$ cat config.mk
export PLATFORM = sky130hd
export DESIGN_NAME = hazard_top
export DESIGN_NICKNAME = d
export VERILOG_FILES = /design/src/common/cpu_isa_pkg.sv /design/src/common/hazard_pkg.sv /design/src/hdl/hazard_top.sv /design/src/hazard/hazard_combiner.sv /design/src/hazard/forward_selector.sv /design/src/hazard/stall_detector.sv /design/src/hazard/dest_tracker.sv
export VERILOG_INCLUDE_DIRS = /design/src /design/src/common
export SDC_FILE = /design/constraint.sdc
export NUM_CORES = 1
export LEC_CHECK = 0
export ABC_AREA = 1
export BUFFER_PORTS_ARGS = -buffer_cell sky130_fd_sc_hd__buf_2
export CORE_MARGIN = 1.5
export CORE_UTILIZATION = 36
export CTS_CLUSTER_SIZE = 16
export DETAILED_ROUTE_END_ITERATION = 8
export SYNTH_ARGS = -nofsm -noshare
export SYNTH_HDL_FRONTEND = slang
export SYNTH_HIERARCHICAL = 1
export SYNTH_SLANG_ARGS = --single-unit
$ cat constraint.sdc
create_clock -name i_clk -period 3.39 [get_ports i_clk]
set_input_delay 0 -clock i_clk [delete_from_list [all_inputs] [get_ports i_clk]]
set_output_delay 0 -clock i_clk [all_outputs]
set_load 0.005 [all_outputs]
$ cat src/common/hazard_settings.svh
`ifndef HAZARD_SETTINGS_SVH
`define HAZARD_SETTINGS_SVH

// architectural widths of the hazard subsystem

`define NB_REG    5 // register index, 32 gprs
`define NB_MUX_FW 2 // forward mux select, three sources used

`endif
$ cat src/common/cpu_isa_pkg.sv
`include "hazard_settings.svh"

package cpu_isa_pkg;

   // register index as seen by the isa
   typedef logic [`NB_REG-1:0] reg_idx_t;

   // decoded instruction sitting in ID
   typedef struct packed {
      reg_idx_t rs;       // first source operand
      reg_idx_t rt;       // second source operand
      reg_idx_t rd;       // destination
      logic     wfr;      // writes the register file
      logic     read_mem; // load
      logic     branch;   // taken-branch candidate, compares rs/rt in ID
      logic     jump;     // jump register, reads rs
   } id_instr_t;

endpackage

$ cat src/common/hazard_pkg.sv
`include "hazard_settings.svh"

package hazard_pkg;

   import cpu_isa_pkg::*;

   // one pipeline latch as tracked by the hazard logic
   typedef struct packed {
      logic     valid;    // slot holds a real instruction
      reg_idx_t rs;
      reg_idx_t rt;
      reg_idx_t rd;       // destination register
      logic     wfr;      // will write rd
      logic     read_mem; // load, data only after MEM
   } stage_info_t;

   // shadow of the three latches behind ID
   typedef struct packed {
      stage_info_t id_ex;
      stage_info_t ex_mem;
      stage_info_t mem_wb;
   } pipe_state_t;

   // raw operand matches for the EX instruction, no priority yet
   typedef struct packed {
      logic rs_ex_mem; // rs produced by EX/MEM
      logic rs_mem_wb; // rs produced by MEM/WB
      logic rt_ex_mem; // rt produced by EX/MEM
      logic rt_mem_wb; // rt produced by MEM/WB
   } fw_match_t;

   // operand mux select in EX
   typedef logic [`NB_MUX_FW-1:0] fw_sel_t;

   localparam fw_sel_t FW_REGFILE = fw_sel_t'(0); // value read in ID
   localparam fw_sel_t FW_EX_MEM  = fw_sel_t'(1); // alu result one stage ahead
   localparam fw_sel_t FW_MEM_WB  = fw_sel_t'(2); // writeback data

endpackage

$ cat src/hdl/hazard_top.sv
`timescale 1ns/1ps

module hazard_top
   import cpu_isa_pkg::*, hazard_pkg::*;
(
   input  logic      i_clk,
   input  logic      i_rst_n,        // sync, active low
   input  logic      i_id_valid,     // per-cycle issue strobe
   input  id_instr_t i_id_instr,     // held while o_if_id_we is low
   output logic      o_pc_we,
   output logic      o_if_id_we,
   output logic      o_id_ex_bubble,
   output fw_sel_t   o_fw_a_sel,
   output fw_sel_t   o_fw_b_sel
);

   pipe_state_t pipe;   // shadow latch record
   logic        stall;  // ID must wait
   fw_match_t   match;  // EX operand matches

   dest_tracker u_dest_tracker (
      .i_clk      (i_clk),
      .i_rst_n    (i_rst_n),
      .i_id_valid (i_id_valid),
      .i_id_instr (i_id_instr),
      .i_bubble   (o_id_ex_bubble), // fed back from combiner
      .o_pipe     (pipe)
   );

   stall_detector u_stall_detector (
      .i_id_valid (i_id_valid),
      .i_id_instr (i_id_instr),
      .i_pipe     (pipe),
      .o_stall    (stall)
   );

   forward_selector u_forward_selector (
      .i_pipe  (pipe),
      .o_match (match)
   );

   hazard_combiner u_hazard_combiner (
      .i_stall        (stall),
      .i_match        (match),
      .o_pc_we        (o_pc_we),
      .o_if_id_we     (o_if_id_we),
      .o_id_ex_bubble (o_id_ex_bubble),
      .o_fw_a_sel     (o_fw_a_sel),
      .o_fw_b_sel     (o_fw_b_sel)
   );

endmodule

$ cat src/hazard/hazard_combiner.sv
`timescale 1ns/1ps

module hazard_combiner
   import hazard_pkg::*;
(
   input  logic      i_stall,        // from stall detector
   input  fw_match_t i_match,        // from forward selector
   output logic      o_pc_we,        // PC update enable
   output logic      o_if_id_we,     // IF/ID latch enable
   output logic      o_id_ex_bubble, // nop into ID/EX
   output fw_sel_t   o_fw_a_sel,     // rs operand mux
   output fw_sel_t   o_fw_b_sel      // rt operand mux
);

   // newest producer wins, EX/MEM over MEM/WB
   function automatic fw_sel_t resolve(input logic ex_mem, input logic mem_wb);
      if (ex_mem)
         resolve = FW_EX_MEM;
      else if (mem_wb)
         resolve = FW_MEM_WB;
      else
         resolve = FW_REGFILE;
   endfunction

   // stall freezes front end, ID/EX gets an empty slot
   assign o_pc_we        = ~i_stall;
   assign o_if_id_we     = ~i_stall;
   assign o_id_ex_bubble = i_stall;

   assign o_fw_a_sel = resolve(i_match.rs_ex_mem, i_match.rs_mem_wb);
   assign o_fw_b_sel = resolve(i_match.rt_ex_mem, i_match.rt_mem_wb);

endmodule

$ cat src/hazard/forward_selector.sv
`timescale 1ns/1ps

module forward_selector
   import cpu_isa_pkg::*, hazard_pkg::*;
(
   input  pipe_state_t i_pipe,  // latch record, EX operands in id_ex
   output fw_match_t   o_match  // raw match bits
);

   reg_idx_t ex_rs;       // operands of the instruction now in EX
   reg_idx_t ex_rt;
   logic     exmem_prod;  // EX/MEM will write something useful
   logic     memwb_prod;  // MEM/WB will write something useful

   assign ex_rs = i_pipe.id_ex.rs;
   assign ex_rt = i_pipe.id_ex.rt;

   // producer qualifiers, r0 is hardwired so never forwarded
   assign exmem_prod = i_pipe.ex_mem.valid && i_pipe.ex_mem.wfr &&
                       (i_pipe.ex_mem.rd != '0);
   assign memwb_prod = i_pipe.mem_wb.valid && i_pipe.mem_wb.wfr &&
                       (i_pipe.mem_wb.rd != '0);

   // no priority here, the combiner decides
   always_comb begin
      o_match.rs_ex_mem = exmem_prod && (i_pipe.ex_mem.rd == ex_rs);
      o_match.rs_mem_wb = memwb_prod && (i_pipe.mem_wb.rd == ex_rs);
      o_match.rt_ex_mem = exmem_prod && (i_pipe.ex_mem.rd == ex_rt);
      o_match.rt_mem_wb = memwb_prod && (i_pipe.mem_wb.rd == ex_rt);
   end

endmodule

$ cat src/hazard/stall_detector.sv
`timescale 1ns/1ps

module stall_detector
   import cpu_isa_pkg::*, hazard_pkg::*;
(
   input  logic        i_id_valid, // ID holds an instruction
   input  id_instr_t   i_id_instr, // operands and class flags
   input  pipe_state_t i_pipe,     // in-flight destinations
   output logic        o_stall     // hold PC and IF/ID
);

   // per-stage hit terms, r0 never counts
   logic idex_rs, idex_rt;
   logic exmem_rs, exmem_rt;
   logic memwb_rs, memwb_rt;
   logic any_rs, any_rt; // some stage still owes the operand

   function automatic logic hits(input stage_info_t s, input reg_idx_t r);
      hits = s.valid && s.wfr && (s.rd != '0) && (s.rd == r);
   endfunction

   assign idex_rs  = hits(i_pipe.id_ex,  i_id_instr.rs);
   assign idex_rt  = hits(i_pipe.id_ex,  i_id_instr.rt);
   assign exmem_rs = hits(i_pipe.ex_mem, i_id_instr.rs);
   assign exmem_rt = hits(i_pipe.ex_mem, i_id_instr.rt);
   assign memwb_rs = hits(i_pipe.mem_wb, i_id_instr.rs);
   assign memwb_rt = hits(i_pipe.mem_wb, i_id_instr.rt);

   assign any_rs = idex_rs | exmem_rs | memwb_rs;
   assign any_rt = idex_rt | exmem_rt | memwb_rt;

   // same order as the bubble unit: load, branch, jump
   always_comb begin
      if (!i_id_valid) begin
         o_stall = 1'b0; // nothing to protect
      end else if (i_pipe.id_ex.read_mem && (idex_rs || idex_rt)) begin
         o_stall = 1'b1; // load-use, data not ready until MEM
      end else if (i_id_instr.branch && (any_rs || any_rt)) begin
         o_stall = 1'b1; // branch compares in ID, needs both regs final
      end else if (i_id_instr.jump && any_rs) begin
         o_stall = 1'b1; // jr target, rs only
      end else begin
         o_stall = 1'b0;
      end
   end

endmodule

$ cat src/hazard/dest_tracker.sv
`timescale 1ns/1ps

module dest_tracker
   import cpu_isa_pkg::*, hazard_pkg::*;
(
   input  logic        i_clk,
   input  logic        i_rst_n,     // sync, active low
   input  logic        i_id_valid,  // instruction present in ID
   input  id_instr_t   i_id_instr,  // decoded ID instruction
   input  logic        i_bubble,    // stall, ID/EX gets a nop
   output pipe_state_t o_pipe       // current latch record
);

   pipe_state_t pipe_q;     // ID/EX, EX/MEM, MEM/WB shadow
   stage_info_t id_ex_next; // record entering ID/EX

   // ID instruction reduced to what the latches carry
   always_comb begin
      id_ex_next.valid    = i_id_valid & ~i_bubble; // bubble -> invalid slot
      id_ex_next.rs       = i_id_instr.rs;
      id_ex_next.rt       = i_id_instr.rt;
      id_ex_next.rd       = i_id_instr.rd;
      id_ex_next.wfr      = i_id_instr.wfr;
      id_ex_next.read_mem = i_id_instr.read_mem;
   end

   // shift every cycle, older stages drain under stall
   always_ff @(posedge i_clk) begin
      if (!i_rst_n) begin
         pipe_q.id_ex.valid  <= 1'b0; // only valid bits cleared
         pipe_q.ex_mem.valid <= 1'b0;
         pipe_q.mem_wb.valid <= 1'b0;
      end else begin
         pipe_q.mem_wb <= pipe_q.ex_mem; // oldest takes middle
         pipe_q.ex_mem <= pipe_q.id_ex;
         pipe_q.id_ex  <= id_ex_next;    // new issue or bubble
      end
   end

   assign o_pipe = pipe_q;

endmodule

Word-level counts from Yosys, hierarchy flattened
Cells that the tools add are included.
{"block": "classes", "n_eq_ne": 10, "mux": 8, "n_bitwise": 6, "n_reduce_logical": 24}
{"operator": "$eq A5 B5 Y1", "count": 10}
{"operator": "$logic_and A1 B1 Y1", "count": 19}
{"operator": "$reduce_bool A5 Y1", "count": 3}
{"operator": "$mux W2", "count": 4}
{"operator": "$mux W1", "count": 4}
{"operator": "$or A1 B1 Y1", "count": 4}
{"operator": "$logic_or A1 B1 Y1", "count": 2}
{"operator": "$and A1 B1 Y1", "count": 1}
{"operator": "$not A1 Y1", "count": 1}
{"block": "totals", "ff_bits": 32, "inputBits": 22, "output_inout_bits": 7, "word_cells": 60}

Depth between registers and ports, before layout
{"block": "logic_depth", "word_depth": 12, "depth_mapped": 13, "ltp_nobuf": 12}

Cells and area by module
The synthesis kept the hierarchy.
{"mod": "dest_tracker", "n_inst": 1, "cells_per_inst": 60, "area_each_um2": 1614.0, "seq_area_each_um2": 1591.5}
{"mod": "stall_detector", "n_inst": 1, "cells_per_inst": 106, "area_each_um2": 534.3, "seq_area_each_um2": 0.0}
{"mod": "forward_selector", "n_inst": 1, "cells_per_inst": 90, "area_each_um2": 372.9, "seq_area_each_um2": 0.0}
{"mod": "hazard_combiner", "n_inst": 1, "cells_per_inst": 9, "area_each_um2": 53.8, "seq_area_each_um2": 0.0}

Worst setup path after synthesis
OpenSTA, ideal clock, no wires.
{"block": "synth_timing", "path_type": "reg-to-reg", "startpoint": "reg u_dest_tracker.pipe_q (netlist bit u_dest_tracker/o_pipe[24])", "endpoint": "reg u_dest_tracker.pipe_q (netlist bit u_dest_tracker/o_pipe[53])", "setup_time_ns": 0.110, "arrival_ns": 1.295, "t_required_ns": 3.280, "setup_slack_ns": 1.985, "stages_incl_launch_ff": 11, "path_buffers": 1, "period_less_slack_ns": 1.405, "cell_sequence": "edfxtp_1 > xor2_1 > nor2_1 > nand3_1 > nand2_1 > nand2_1 > nand2_1 > nand2_1 > a21oi_2 > buf_4 > nor2_1"}
{"block": "synth_via", "elab_chain_cells": 12, "elab_cells_between_ends": 19, "classes_between": "2 x eq/ne; 4 x mux; 6 x bitwise; 7 x reduce/logical"}
{"element": "start, declared", "line_no": "dest_tracker.sv:14", "rtl": "pipe_state_t pipe_q;"}
{"element": "$reduce_bool A5 Y1", "line_no": "stall_detector.sv:19", "rtl": "hits = s.valid && s.wfr && (s.rd != '0) && (s.rd == r);"}
{"element": "$logic_and A1 B1 Y1 (2 in a row)", "line_no": "stall_detector.sv:19"}
{"element": "$or A1 B1 Y1 (on tied branches) (2 in a row)", "line_no": "stall_detector.sv:29, stall_detector.sv:30"}
{"element": "$logic_and A1 B1 Y1 or $logic_or A1 B1 Y1 (tied branches)", "line_no": "stall_detector.sv:40, stall_detector.sv:38"}
{"element": "$mux W1 or $logic_and A1 B1 Y1 (tied branches)", "line_no": "stall_detector.sv:40, stall_detector.sv:38"}
{"element": "$mux W1 *", "line_no": "stall_detector.sv:38", "rtl": "end else if (i_id_instr.branch && (any_rs || any_rt)) begin"}
{"element": "$mux W1 *", "line_no": "stall_detector.sv:36", "rtl": "end else if (i_pipe.id_ex.read_mem && (idex_rs || idex_rt)) begin"}
{"element": "$mux W1 *", "line_no": "stall_detector.sv:34", "rtl": "if (!i_id_valid) begin"}
{"element": "net stall", "line_no": "hazard_top.sv:18", "rtl": "logic stall;"}
{"element": "$not A1 Y1 *", "line_no": "dest_tracker.sv:19", "rtl": "id_ex_next.valid = i_id_valid & ~i_bubble;"}
{"element": "$and A1 B1 Y1 *", "line_no": "dest_tracker.sv:19"}
Mark *: on every way through the listed nets, which the timed path passes. The rest lies on a longest branch.
A chain may end at the register's enable or synchronous reset.

Worst setup path in the final report
{"block": "layout_timing", "startpoint": "reg u_dest_tracker.pipe_q (netlist bit u_dest_tracker/o_pipe[2])", "endpoint": "out o_pc_we"}
{"block": "layout_via", "elab_chain_cells": 10, "elab_cells_between_ends": 16, "classes_between": "2 x eq/ne; 4 x mux; 3 x bitwise; 7 x reduce/logical"}
{"element": "$reduce_bool A5 Y1", "line_no": "stall_detector.sv:19"}
{"element": "$logic_and A1 B1 Y1 (2 in a row)", "line_no": "stall_detector.sv:19"}
{"element": "$or A1 B1 Y1 (on tied branches)", "line_no": "stall_detector.sv:29, stall_detector.sv:30"}
{"element": "$logic_and A1 B1 Y1 or $logic_or A1 B1 Y1 (tied branches)", "line_no": "stall_detector.sv:40, stall_detector.sv:38"}
{"element": "$mux W1 or $logic_and A1 B1 Y1 (tied branches)", "line_no": "stall_detector.sv:40, stall_detector.sv:38"}
{"element": "$mux W1 *", "line_no": "stall_detector.sv:38"}
{"element": "$mux W1 *", "line_no": "stall_detector.sv:36"}
{"element": "$mux W1 *", "line_no": "stall_detector.sv:34"}
{"element": "$not A1 Y1 *", "line_no": "hazard_combiner.sv:26", "rtl": "assign o_pc_we = ~i_stall;"}
{"element": "end, declared", "line_no": "hazard_top.sv:10", "rtl": "output logic o_pc_we,"}
Every way passes the cells marked *; elsewhere a longest branch is shown, timed or not.

==> impl_metrics.env <==
export IMPL_io_pins=29
export IMPL_grt_pass1_wl_mm=7.00
export IMPL_die_area_mm2=0.00576
export IMPL_period_minus_slack_ns=1.83
export IMPL_path_class="flip-flop to output port"
export IMPL_grt_pass1_vias=1603
export IMPL_routed_wl_mm=4.14
export IMPL_relSlewSlack=0.540
export IMPL_worstPathCellList="inv_1 -> nand2_1 -> nand2_1 -> nand2_1 -> nor2_1 -> nand3b_1 -> nand2_1 -> nand2_1 -> nand2_1 -> nand2_1 -> a21oi_2 -> inv_1 -> buf_2"
export IMPL_cts_setup_buffers=0
export IMPL_critPathLaunchType="flip-flop"
export IMPL_worstPathRequired_ns=3.39
export IMPL_fp_coreArea_mm2=0.00511
export IMPL_cts_root_buffer="clkbuf_8"
export IMPL_setup_violations=0
export IMPL_post_synth_inst_count=243
export IMPL_syn_to_final_growth_pct=23.4
export IMPL_finalInstanceArea_mm2=0.00236
export IMPL_fin_nets=313
export IMPL_avgSynthCellArea_um2=7.88
export IMPL_cpMostUsedCell="nand2_1"
export IMPL_cts_tree="done"
export IMPL_syn_num_nets=265
export IMPL_maxCapViolCount=0
export IMPL_fin_crit_sh=0.539
export IMPL_grt_max_degree=33
export IMPL_worstPathMaxFanout=8
export IMPL_largest_register_ffs=32
export IMPL_detail_route_wl_per_cell_um=11.4
export IMPL_die_y_um=75.9
export IMPL_cts_buffers=5
export IMPL_antenna_left=0
export IMPL_cpMaxStageDelayCell="edfxtp_1"
export IMPL_firstDrtPassIters=4
export IMPL_clock_latency_ns=0.28
export IMPL_cts_sinks=32
export IMPL_dpl_hpwl_mm=3.03
export IMPL_place_gp_congestion=0.876
export IMPL_num_antenna_cells=0
export IMPL_fin_tns_setup_ns=0
export IMPL_slew_violations=0
export IMPL_status="complete, no violations"
export IMPL_finalPower_uw=911
export IMPL_grt_remaining_overflow=0
export IMPL_clk_transition_reported_paths_ns=0.06
export IMPL_finClkSkew_ns=0.00362
export IMPL_row_count=26
export IMPL_multi_input_area_um2=807
export IMPL_avgViaCountPerCell=4.41
export IMPL_post_cts_resized=0
export IMPL_peakVddDrop_mv=0.303
export IMPL_syn_area_mm2=0.00191
export IMPL_die_width_um=75.9
export IMPL_ff_latch_area_um2=931
export IMPL_cts_max_path_buffers=2
export IMPL_p_per_area_mw_per_mm2=386
export IMPL_drc=0
export IMPL_portBuffers=28
export IMPL_post_dp_cell_area_mm2=0.00211
export IMPL_critical_path_arrival_ns=1.83
export IMPL_layout_drive_gt1_share=0.158
export IMPL_cellLeakagePower_uw=0.00111
export IMPL_fillers=510
export IMPL_end_kind="output port"
export IMPL_max_freq_mhz=548
export IMPL_hold_viol_final=0
export IMPL_slowest_delay_ns=0.53
export IMPL_initial_core_util=0.375
export IMPL_drtIter0Drc=50
export IMPL_antenna_found_initial=0
export IMPL_h_tree_depth=2
export IMPL_vias=1596
export IMPL_grt_setup_unrepaired="false"
export IMPL_ys_warn_count=6
export IMPL_grt_use_total=0.155
export IMPL_worst_pin_slew_ns=0.689
export IMPL_hold_path_class="input pin to flip-flop"
## per-stage QoR
step           setup slack, ns   util  std cells  hold WS, ns
5_1_grt                   1.40  0.463        362      0.00736
3_3_place_gp              1.85  0.414        337        0.177
6_report                  1.56  0.463        362      0.00648
4_1_cts                   1.54  0.463        362      0.00271
2_1_floorplan             1.98      -        243       0.0935
3_5_place_dp              1.87  0.414        337        0.178
## cell usage in the layout, fill, tap and decap left out
master         instances
dlygate4sd3_1         17
nor2_2                 3
nand2_1               80
or2_2                  1
inv_1                 30
dfxtp_1                3
edfxtp_1              29
o21ai_1                1
clkinv_1               2
nor3_1                 1
buf_2                 28
nand4_1                3
clkbuf_8               5
a21oi_1                1
xnor2_1                9
o21ai_0                2
o211ai_1               1
inv_2                  8
a21o_1                 1
xor2_1                12
o22ai_1                5
nand3_1               12
clkbuf_1               2
nand3b_1               2
nor2_1                33
a21oi_2                1
## report_power, final
group	internal, µW	switching (µW)	leakage, µW	total (µW)
logic	66.6	77.2	0.000766	144
clock network	142	127	0.0000399	269
registers	464	33.8	0.000309	498
total	673	238	0.00111	911
## worst paths after layout
kind / from / to / slack (ns) / cells after the start
max: u_dest_tracker/o_pipe[2] / o_pc_we / 1.56 / 13
min: i_id_instr[14] / u_dest_tracker/o_pipe[48] / 0.006 / 1
max reg2reg: u_dest_tracker/o_pipe[2] / u_dest_tracker/o_pipe[53] / 1.86 / 12
min reg2reg: u_dest_tracker/o_pipe[53] / u_dest_tracker/o_pipe[35] / 0.45 / 2
## what timing repair did
item / in CTS / in global routing
setup endpoints to repair: 0 / 0
endpoints found under the hold margin: 17 / 0
hold buffers: 17 / 0
## worst max-delay path, delay by kind of cell, from the launching register on
kind                   cells  cell delay, ns
AO/OA/AOI/OAI              1            0.15
flip-flops                 1            0.53
AND/OR/NAND/NOR            9            0.59
buffers and inverters      3            0.28
## layer usage
metal | routed length (µm) | up-vias | share of wire | GRT usage
li1 | - | 850 | - | -
met1 | 1870 | 699 | 0.45 | 0.182
met2 | 2020 | 38 | 0.49 | 0.270
met3 | 155 | 9 | 0.037 | 0.0361
met4 | 95 | 0 | 0.023 | 0.0667
met5 | 0 | - | 0 | 0
## cell type report
class                   instances  share of cell area
flip-flops and latches         32               0.394
clock buffers                   7              0.0323
repair buffers                 45               0.131
clock inverters                 1             0.00159
multi-input cells             168               0.342
well taps                      70              0.0371
inverters                      39              0.0620
(Power assumes the default switching activity.)
